[config.mk]
export PLATFORM = sky130hd
export DESIGN_NAME = singleCpu
export DESIGN_NICKNAME = d
export VERILOG_FILES = /design/src/hdl/cpuCtrlPkg.sv /design/src/hdl/rvIsaPkg.sv /design/src/hdl/dataMemIf.sv /design/src/hdl/aluUnit.sv /design/src/hdl/controlDecode.sv /design/src/hdl/dataMem.sv /design/src/hdl/regFile.sv /design/src/hdl/singleCpu.sv
export SDC_FILE = /design/constraint.sdc
export NUM_CORES = 2
export LEC_CHECK = 0
export BUFFER_PORTS_ARGS = -buffer_cell sky130_fd_sc_hd__buf_2
export CAP_MARGIN = 10
export CELL_PAD_IN_SITES_DETAIL_PLACEMENT = 2
export CELL_PAD_IN_SITES_GLOBAL_PLACEMENT = 2
export CORE_MARGIN = 2
export CORE_UTILIZATION = 44
export CTS_BUF_LIST = sky130_fd_sc_hd__clkbuf_8
export CTS_CLUSTER_DIAMETER = 60
export CTS_CLUSTER_SIZE = 10
export DETAILED_ROUTE_END_ITERATION = 10
export GPL_ROUTABILITY_DRIVEN = 0
export PLACE_DENSITY_LB_ADDON = 0.1
export SYNTH_ARGS = -nofsm -noshare
export SYNTH_HDL_FRONTEND = slang
export SYNTH_SLANG_ARGS = --single-unit
export TNS_END_PERCENT = 1
[constraint.sdc]
create_clock -name CLK -period 12 [get_ports CLK]
set_clock_uncertainty 0.1 [all_clocks]
set_input_delay 1.2 -clock CLK [delete_from_list [all_inputs] [get_ports CLK]]
set_output_delay 1.2 -clock CLK [all_outputs]
set_load 0.03 [all_outputs]
[src/hdl/cpuCtrlPkg.sv]
`default_nettype none

package cpuCtrlPkg;

    // Operations the ALU can carry out
    typedef enum logic [2:0] {
        aluAdd = 3'd0,
        aluSub = 3'd1,
        aluAnd = 3'd2,
        aluOr  = 3'd3,
        aluSlt = 3'd4
    } aluOpT;

    // Control word from the decoder to the datapath
    typedef struct packed {
        logic  regWrite;
        logic  aluSrc;   // Immediate as second operand
        logic  memWrite;
        logic  memToReg; // Load data to rd
        logic  branch;
        aluOpT aluOp;
    } ctrlT;

    // Data memory size in words
    localparam int DMEM_ADDR_W = 6;
    localparam int DMEM_WORDS  = 1 << DMEM_ADDR_W;

endpackage

`default_nettype wire

[src/hdl/rvIsaPkg.sv]
`default_nettype none

package rvIsaPkg;

    // Basic widths of the RV32I subset
    localparam int XLEN       = 32;
    localparam int REG_ADDR_W = 5;
    localparam int OPCODE_W   = 7;
    localparam int FUNCT3_W   = 3;

    // Major opcodes, instr[6:0]
    typedef enum logic [OPCODE_W-1:0] {
        opReg    = 7'b0110011, // add sub and or slt
        opImm    = 7'b0010011, // addi
        opLoad   = 7'b0000011, // lw
        opStore  = 7'b0100011, // sw
        opBranch = 7'b1100011  // beq
    } opcodeT;

    // funct3 values, instr[14:12]
    localparam logic [FUNCT3_W-1:0] F3Add  = 3'b000;
    localparam logic [FUNCT3_W-1:0] F3Slt  = 3'b010;
    localparam logic [FUNCT3_W-1:0] F3Or   = 3'b110;
    localparam logic [FUNCT3_W-1:0] F3And  = 3'b111;
    localparam logic [FUNCT3_W-1:0] F3Word = 3'b010; // lw and sw
    localparam logic [FUNCT3_W-1:0] F3Beq  = 3'b000;

endpackage

`default_nettype wire

[src/hdl/dataMemIf.sv]
`timescale 1ns/10ps
`default_nettype none

interface dataMemIf import rvIsaPkg::*; ();

    logic [XLEN-1:0] addr;  // Byte address from the ALU
    logic [XLEN-1:0] wdata;
    logic            we;
    logic [XLEN-1:0] rdata;

    // Processor side
    modport cpu (output addr, output wdata, output we, input rdata);

    // Memory side
    modport mem (input addr, input wdata, input we, output rdata);

endinterface

`default_nettype wire

[src/hdl/aluUnit.sv]
`timescale 1ns/10ps
`default_nettype none

module aluUnit
    import rvIsaPkg::*;
    import cpuCtrlPkg::*;
(
    input  logic [XLEN-1:0] a,
    input  logic [XLEN-1:0] b,
    input  aluOpT           op,
    output logic [XLEN-1:0] result,
    output logic            zero
);

    always_comb begin
        case (op)
            aluAdd: result = a + b;
            aluSub: result = a - b;
            aluAnd: result = a & b;
            aluOr:  result = a | b;
            aluSlt: result = ($signed(a) < $signed(b)) ? XLEN'(1) : '0; // Signed compare
            default: result = '0;
        endcase
    end

    // Drives the beq decision
    assign zero = (result == '0);

endmodule

`default_nettype wire

[src/hdl/controlDecode.sv]
`timescale 1ns/10ps
`default_nettype none

module controlDecode
    import rvIsaPkg::*;
    import cpuCtrlPkg::*;
(
    input  logic [XLEN-1:0] instr,
    output ctrlT            ctrl,
    output logic [XLEN-1:0] imm
);

    opcodeT              opcode;
    logic [FUNCT3_W-1:0] funct3;
    logic                funct7b5;

    assign opcode   = opcodeT'(instr[OPCODE_W-1:0]);
    assign funct3   = instr[14:12];
    assign funct7b5 = instr[30]; // Selects sub for R-type

    // Main and ALU control
    always_comb begin
        ctrl.regWrite = 1'b0;
        ctrl.aluSrc   = 1'b0;
        ctrl.memWrite = 1'b0;
        ctrl.memToReg = 1'b0;
        ctrl.branch   = 1'b0;
        ctrl.aluOp    = aluAdd;
        case (opcode)
            opReg, opImm: begin
                ctrl.aluSrc = (opcode == opImm);
                ctrl.regWrite = 1'b1;
                case (funct3)
                    F3Add: begin
                        // Bit 30 only means sub for register operands
                        if (opcode == opReg && funct7b5) begin
                            ctrl.aluOp = aluSub;
                        end else begin
                            ctrl.aluOp = aluAdd;
                        end
                    end
                    F3Slt: ctrl.aluOp = aluSlt;
                    F3Or:  ctrl.aluOp = aluOr;
                    F3And: ctrl.aluOp = aluAnd;
                    default: ctrl.regWrite = 1'b0; // Not in the subset
                endcase
            end
            opLoad: begin
                ctrl.regWrite = (funct3 == F3Word);
                ctrl.aluSrc   = 1'b1;
                ctrl.memToReg = 1'b1;
            end
            opStore: begin
                ctrl.aluSrc   = 1'b1;
                ctrl.memWrite = (funct3 == F3Word);
            end
            opBranch: begin
                ctrl.branch = (funct3 == F3Beq);
                ctrl.aluOp  = aluSub; // Equal when difference is zero
            end
            default: ;
        endcase
    end

    // Immediate generation, sign taken from bit 31
    always_comb begin
        case (opcode)
            opStore: imm = {{20{instr[31]}}, instr[31:25], instr[11:7]};
            // Branch offset kept in halfwords, scaled at the PC adder
            opBranch: imm = {{20{instr[31]}}, instr[31], instr[7], instr[30:25], instr[11:8]};
            default: imm = {{20{instr[31]}}, instr[31:20]};
        endcase
    end

endmodule

`default_nettype wire

[src/hdl/dataMem.sv]
`timescale 1ns/10ps
`default_nettype none

module dataMem
    import rvIsaPkg::*;
    import cpuCtrlPkg::*;
(
    input  logic CLK,
    dataMemIf.mem bus
);

    logic [XLEN-1:0]        mem [DMEM_WORDS];
    logic [DMEM_ADDR_W-1:0] wordAddr;

    // Word index from byte address bits 7:2
    assign wordAddr = bus.addr[DMEM_ADDR_W+1:2];

    always_ff @(posedge CLK) begin
        if (bus.we) begin
            mem[wordAddr] <= bus.wdata;
        end
    end

    // Read data follows the address in the same cycle
    assign bus.rdata = mem[wordAddr];

endmodule

`default_nettype wire

[src/hdl/regFile.sv]
`timescale 1ns/10ps
`default_nettype none

module regFile
    import rvIsaPkg::*;
(
    input  logic                  CLK,
    input  logic                  rst,
    input  logic [REG_ADDR_W-1:0] rs1,
    input  logic [REG_ADDR_W-1:0] rs2,
    input  logic [REG_ADDR_W-1:0] rd,
    input  logic [XLEN-1:0]       wdata,
    input  logic                  we,
    output logic [XLEN-1:0]       rdata1,
    output logic [XLEN-1:0]       rdata2
);

    localparam int NUM_REGS = 1 << REG_ADDR_W;

    logic [XLEN-1:0] regs [NUM_REGS];

    always_ff @(posedge CLK) begin
        if (rst) begin
            for (int i = 0; i < NUM_REGS; i++) begin
                regs[i] <= '0;
            end
        end else if (we && rd != '0) begin // x0 writes dropped
            regs[rd] <= wdata;
        end
    end

    // Asynchronous reads
    assign rdata1 = (rs1 == '0) ? '0 : regs[rs1];
    assign rdata2 = (rs2 == '0) ? '0 : regs[rs2];

endmodule

`default_nettype wire

[src/hdl/singleCpu.sv]
`timescale 1ns/10ps
`default_nettype none

module singleCpu
    import rvIsaPkg::*;
    import cpuCtrlPkg::*;
(
    input  logic                  CLK,
    input  logic                  rst,
    input  logic [XLEN-1:0]       inst,     // From instruction memory
    output logic [XLEN-1:0]       instAddr, // Fetch address
    output logic                  regWe,
    output logic [REG_ADDR_W-1:0] regWaddr,
    output logic [XLEN-1:0]       regWdata,
    output logic [XLEN-1:0]       curInst
);

    logic [XLEN-1:0] pc;
    logic [XLEN-1:0] nextPc;
    ctrlT            ctrl;
    logic [XLEN-1:0] imm;
    logic [XLEN-1:0] rdata1;
    logic [XLEN-1:0] rdata2;
    logic [XLEN-1:0] aluB;
    logic [XLEN-1:0] aluResult;
    logic            aluZero;
    logic            takeBranch;

    dataMemIf dmBus ();

    // PC register
    always_ff @(posedge CLK) begin
        if (rst) begin
            pc <= '0;
        end else begin
            pc <= nextPc;
        end
    end

    // beq taken when rs1 - rs2 is zero
    assign takeBranch = ctrl.branch & aluZero;
    assign nextPc     = takeBranch ? pc + (imm << 1) : pc + XLEN'(4);

    controlDecode decodeInst (
        .instr (inst),
        .ctrl  (ctrl),
        .imm   (imm)
    );

    regFile regFileInst (
        .CLK    (CLK),
        .rst    (rst),
        .rs1    (inst[19:15]),
        .rs2    (inst[24:20]),
        .rd     (regWaddr),
        .wdata  (regWdata),
        .we     (regWe),
        .rdata1 (rdata1),
        .rdata2 (rdata2)
    );

    assign aluB = ctrl.aluSrc ? imm : rdata2; // Second operand

    aluUnit aluInst (
        .a      (rdata1),
        .b      (aluB),
        .op     (ctrl.aluOp),
        .result (aluResult),
        .zero   (aluZero)
    );

    // Memory side of the datapath
    assign dmBus.addr  = aluResult;
    assign dmBus.wdata = rdata2;
    assign dmBus.we    = ctrl.memWrite & ~rst;

    dataMem dataMemInst (
        .CLK (CLK),
        .bus (dmBus.mem)
    );

    // Write-back
    assign regWe    = ctrl.regWrite & ~rst;
    assign regWaddr = inst[11:7];
    assign regWdata = ctrl.memToReg ? dmBus.rdata : aluResult;

    assign instAddr = pc;
    assign curInst  = inst;

endmodule

`default_nettype wire
[Yosys cells after proc, flatten, opt, wreduce, memory -nomap -nowiden]
Memory sizes are Yosys's and may differ from the RTL's.
Index checks and enable logic that the tools add are counted.
Operators by class
  $add $sub $neg: 4
  magnitude comparators: 1
  equal/unequal tests: 12
  muxes and demuxes: 27
  bitwise operators: 6
  reduce and logical (&&, ||, !) cells: 12
Operators with widths (number)
  $mux W32: 6
  $pmux W32 S5: 1
  $add A32 B32 Y32: 2
  $add A32 B3 Y32 const B: 1
  $and A32 B32 Y32: 1
  $logic_not A32 Y1: 1
  $lt A32 B32 Y1: 1
  $or A32 B32 Y32: 1
  $reduce_or A32 Y1: 1
  $sub A32 B32 Y32: 1
  $pmux W11 S2: 1
  $eq A7 B6 Y1 const B: 2
  $mux W1: 14
  $pmux W3 S4: 1
  $logic_not A5 Y1: 2
  $eq A3 B2 Y1 const B: 3
  $eq A3 B3 Y1 const B: 3
  $eq A7 B2 Y1 const B: 1
  $eq A7 B5 Y1 const B: 1
  $eq A7 B7 Y1 const B: 1
  $logic_not A3 Y1: 2
  $pmux W3 S2: 1
  $mux W5: 1
  $reduce_bool A5 Y1: 1
  other kinds (7): 12
Storage, ports and cells
  flip-flop bits (word level): 32
  RAM bits: 3072
  output and inout bits: 102
  logic and storage cells: 65
  memories: 2
Memory list
  dataMemInst.mem: words 64, width 32, rd ports 1, clocked after Yosys merged registers in 0, wr ports 1, RTL line dataMem.sv:12  | logic [XLEN-1:0] mem [DMEM_WORDS];
  regFileInst.regs: words 32, width 32, rd ports 2, clocked after Yosys merged registers in 0, wr ports 32, RTL line regFile.sv:20  | logic [XLEN-1:0] regs [NUM_REGS];

[Longest topological paths before layout]
  depth after elaboration: 11
  gate-level depth with buffers: 30
  mapped depth without buffers: 23

[Hierarchy]
From an unflattened synthesis, not the netlist that was laid out.
Unflattened totals
  cells, all modules: 9110
  area, all modules: 142481.7 um2
By module, submodules not included
  dataMem: times used 1, cells an instance 4207, area each 78287.6 um2, sequential area each 61499.0 um2
  regFile: times used 1, cells an instance 3502, area each 54253.3 um2, sequential area each 30749.5 um2
  aluUnit: times used 1, cells an instance 804, area each 5228.8 um2, sequential area each 0.0 um2
  singleCpu: times used 1, cells an instance 529, area each 4210.3 um2, sequential area each 620.6 um2
  controlDecode: times used 1, cells an instance 68, area each 501.7 um2, sequential area each 0.0 um2

[Least setup slack after synthesis]
OpenSTA, ideal clock, no wires.
  path kind: input port to output port
  start: input inst[20]
  end: output regWdata[0]
  arrival time: 10.582 ns
  data required time: 10.700 ns
  setup slack: 0.118 ns
  stages: 26
  cell sequence: buf_2 buf_2 buf_1 clkbuf_1 clkbuf_1 mux2i_1 o22ai_1 a211o_1 a21oi_1 nor3_1 mux2i_1 ha_1 buf_2 or3b_1 and3_1 o32ai_2 nor2_1 nor2_1 buf_2 mux2i_1 o21ai_0 a2111oi_0 a311oi_1 o41ai_2 clkbuf_1 inv_1
On the way
  longest elaborated chain between the ends: 7
  elaborated cells between the ends (all ways): 14
RTL lines
  start: declaration: RTL line singleCpu.sv:10  | input logic [XLEN-1:0] inst,
  $mem_v2 Z32 W32 / $logic_not A5 Y1 (equally long branches)
  $mux W32 (*): RTL line regFile.sv:34  | assign rdata2 = (rs2 == '0) ? '0 : regs[rs2];
  via dataMemInst.bus.wdata[2]: RTL line dataMemIf.sv:15  | modport mem (input addr, input wdata, input we, output rdata);
  $mux W32 (*): RTL line singleCpu.sv:62  | assign aluB = ctrl.aluSrc ? imm : rdata2;
  $sub A32 B32 Y32, or another cell as far along: RTL line aluUnit.sv:18  | aluSub: result = a - b;
  $pmux W32 S5 (*): RTL line aluUnit.sv:16  | case (op)
  $mem_v2 Z64 W32 / $pmux W32 S5 (equally long branches)
  $mux W32 (*): RTL line singleCpu.sv:85  | assign regWdata = ctrl.memToReg ? dmBus.rdata : aluResult;
  end: declaration: RTL line singleCpu.sv:14  | output logic [XLEN-1:0] regWdata,
Mark *: on every way through the listed nets, which the timed path passes. The rest lies on a longest branch.

[Worst setup path after layout]
  start: input inst[20]
  end: output regWdata[18]
On the way
  longest elaborated chain between the ends: 7
  elaborated cells between the ends (all ways): 12
RTL lines (RTL line)
  $mem_v2 Z32 W32 / $logic_not A5 Y1 (equally long branches)
  $mux W32 (*): regFile.sv:34
  via dataMemInst.bus.wdata[2]: dataMemIf.sv:15
  $mux W32 (*): singleCpu.sv:62
  $sub A32 B32 Y32, or another cell as far along: aluUnit.sv:18
  $pmux W32 S5 (*): aluUnit.sv:16
  $mem_v2 Z64 W32
  $mux W32 (*): singleCpu.sv:85
Marks and branches as above.

==> run_results.csv <==
group,metric,value,unit
outcome,outcome,"finished, violations left",
outcome,violations,"max-capacitance violations",
timing,finalHoldViolations,0,
setup_path,critPathArrivalTime,10.48,ns
synthesis,yosys_warnings,0,
synthesis,synth_most_common_cell,"edfxtp_1",
detailed_routing,initialDrtViolationCount,15600,
hold_path,holdCritStartpoint,"instAddr[1]",
setup_path,endpoint_kind,"primary output",
detailed_routing,antenna_left,0,
timing,fin_crit_sh,0.982,
floorplan,design.core.area,312000,µm²
global_route,grt_pass1_vias,103000,
timing,setup-violations-final,0,
clock_tree,clk_pin_slew_worst_paths,0.07,ns
floorplan,core.rowCount,205,
setup_path,worstPathCellList,"buf_8 > buf_4 > mux4_2 > mux2_2 > a221oi_1 > nor3_2 > mux2i_1 > ha_1 > nor2_1 > a21oi_1 > xnor2_1 > a21boi_0 > a21oi_4 > buf_12 > buf_4 > mux2i_1 > o22ai_1 > nor3_1 > nor3_1 > a211oi_1 > a41o_2 > inv_1 > buf_2",
timing,maxSlewHeadroom,0.00473,
setup_path,path_class,"input port to primary output",
timing,rsz0062_at_grt,"no",
synthesis,syn_inst,9345,
setup_path,reg2reg_from,"regFileInst.regs[3][3]",
clock_tree,post_cts_buffers,0,
detailed_routing,drt-wirelength-per-cell,46.1,µm
setup_path,crit_path_start_kind,"input port",
setup_path,crit_start,"inst[20]",
synthesis,synthTopCellsByArea,"edfxtp_1 67%, mux4_2 8.8%, nor2_1 3.5%",
synthesis,synth.distinct_cells,106,
layout,fin_nets,9817,
clock_tree,tritoncts,"done",
clock_tree,cts_sinks,3103,
setup_path,slowest_stage,"a211oi_1",
layout,drive_above_1_share,0.210,
global_route,grt_max_degree,86,
detailed_routing,first_pass_iters,8,
synthesis,postSynth.asyncResetShare,0,
clock_tree,clkLatencyLatePin,1.19,ns
power_and_ir_drop,powerDensity,195,nW/µm²
detailed_routing,drc,0,
synthesis,synth-seq-cells,3103,
timing,min_period,11.78,ns
detailed_routing,vias_per_cell,7.12,
timing,maxSlewViolCount,0,
timing,worst_pin_slew,1.46,ns
clock_tree,cts_resized,0,
synthesis,netlist_top_cells_count,"3072 x edfxtp_1, 1289 x nor2_1, 551 x nand2_1, 542 x mux4_2, 413 x clkbuf_1",
global_route,antenna_found_initial,43,
setup_path,critPathRequiredTime,10.70,ns
setup_path,path_buf_inv,6,
global_route,overflow,0,
placement,dp_hpwl,409,mm
synthesis,synthesis.area,138000,µm²
clock_tree,root_buffer,"clkbuf_8",
layout,synthToLayoutAreaGrowth,10.8,%
power_and_ir_drop,p_total,29.9,mW
synthesis,yosysTopAreaCell,"edfxtp_1",
detailed_routing,drt-total-wl,641,mm
clock_tree,postCtsHoldBufs,0,
global_route,gr-usage-all-layers,0.398,
detailed_routing,vias,99000,
global_route,grt_pass1_wl,874,mm
synthesis,synth_ff_type,"edfxtp_1",
floorplan,die_w,565,µm
setup_path,crit_fanout,60,
floorplan,dieHeight,565,µm
synthesis,synth_area_per_cell,14.8,µm²
synthesis,yosysSeqAreaShare,0.671,
hold_path,hp-class,"register to register",
power_and_ir_drop,ir_drop,153,µV
floorplan,pin_count,136,
power_and_ir_drop,p_leak,51.9,nW
clock_tree,htreeDepth,5,
clock_tree,clockBufferDepth,4,
floorplan,die-area,319000,µm²
synthesis,synth-edff-count,3072,
layout,n_fill_cell,28800,
setup_path,critPathTopFamily,"compound AO/OA/AOI/OAI gates",
floorplan,initial_core_util,0.443,
timing,finalSetupTns,0,ns
synthesis,synth_top_area_frac,0.666,
placement,portBuffers,134,
timing,max_freq,84.9,MHz
flow_run,maxCapViolations,2,
clock_tree,numCtsBuffers,362,
setup_path,max_stage_delay,1.20,ns
## metal layers
metal	GRT usage	vias up	wire (µm)
li1	-	37300	-
met5	0.00104	-	104
met4	0.286	16	53800
met1	0.484	52600	225000
met2	0.630	7117	297000
met3	0.0883	1958	64800
## final timing paths
| kind | slack (ns) | to | depth (start not counted) |
|---|---|---|---|
| worst max-delay path | 0.22 | regWdata[18] | 23 |
| worst min register to register | 0.42 | instAddr[1] | 2 |
| worst max register to register | 2.53 | regFileInst.regs[22][9] | 21 |
| worst min-delay path | 0.42 | instAddr[1] | 2 |
## worst min-delay path, cell delays in order, from the launching register on
cell and delay [ns]:
dfxtp_1 0.34, o21ai_0 0.08, a21oi_1 0.06
## cell usage in the layout, fill, tap and decap left out, types with 128 or more instances in the layout
master	Yosys	layout
clkbuf_8	0	367
inv_1	143	158
buf_4	40	520
a22oi_1	258	257
a221oi_1	268	267
o21ai_0	189	180
mux4_2	542	542
nand2_1	551	487
ha_1	128	128
nor2_1	1289	1206
a21oi_1	398	383
mux2i_1	236	236
edfxtp_1	3072	3072
## report_power, final
part / total, mW / internal [mW] / leakage [nW] / switching (mW)
logic: 10.7 / 2.68 / 19.5 / 8.03
registers: 12.3 / 12.2 / 29.3 / 0.0739
clock network: 6.94 / 2.93 / 3.03 / 4.01
total: 29.9 / 17.8 / 51.9 / 12.1
## cell families after synthesis
| group | after synthesis | synth area share |
|---|---|---|
| xor gates and xnor gates | 67 | 0.00424 |
| and+or+nand+nor | 2278 | 0.0691 |
| DFF | 3103 | 0.671 |
| AOI/OAI and AO/OA | 1970 | 0.104 |
| buffers and inverters | 947 | 0.0289 |
| other | 1 | 0.0000271 |
| muxes | 848 | 0.111 |
| adders and majority gates | 131 | 0.0120 |
## final cells by class
| type | instances | area [µm²] | share of cell area |
|---|---|---|---|
| clock inverters | 83 | 719 | 0.00469 |
| inverters | 150 | 563 | 0.00367 |
| multi-input cells | 5327 | 43200 | 0.282 |
| well taps | 4140 | 5180 | 0.0338 |
| clock buffers | 366 | 5040 | 0.0328 |
| repair buffers | 708 | 5710 | 0.0372 |
| diodes | 23 | 57.6 | 0.000375 |
| flip-flops and latches | 3103 | 92900 | 0.606 |
## flip-flops by register name (all words and copies together), names as in the netlist
name              count
dataMemInst.mem    2048
regFileInst.regs   1024
instAddr             31
## metrics by stage
stage               setup slack, ns   util  instances  hold WS (ns)  area, µm²
finish                        0.222  0.491      13900         0.423     153000
CTS                           0.301  0.490      13900         0.409     153000
detailed placement            0.294  0.472      13400         0.420     147000
global placement              0.519  0.472      13400         0.412     147000
floorplan                     0.118      -       9377         0.518     139000
global route                  0.174  0.491      13900         0.500     153000
No activity file was read; power rests on OpenSTA's default activity.
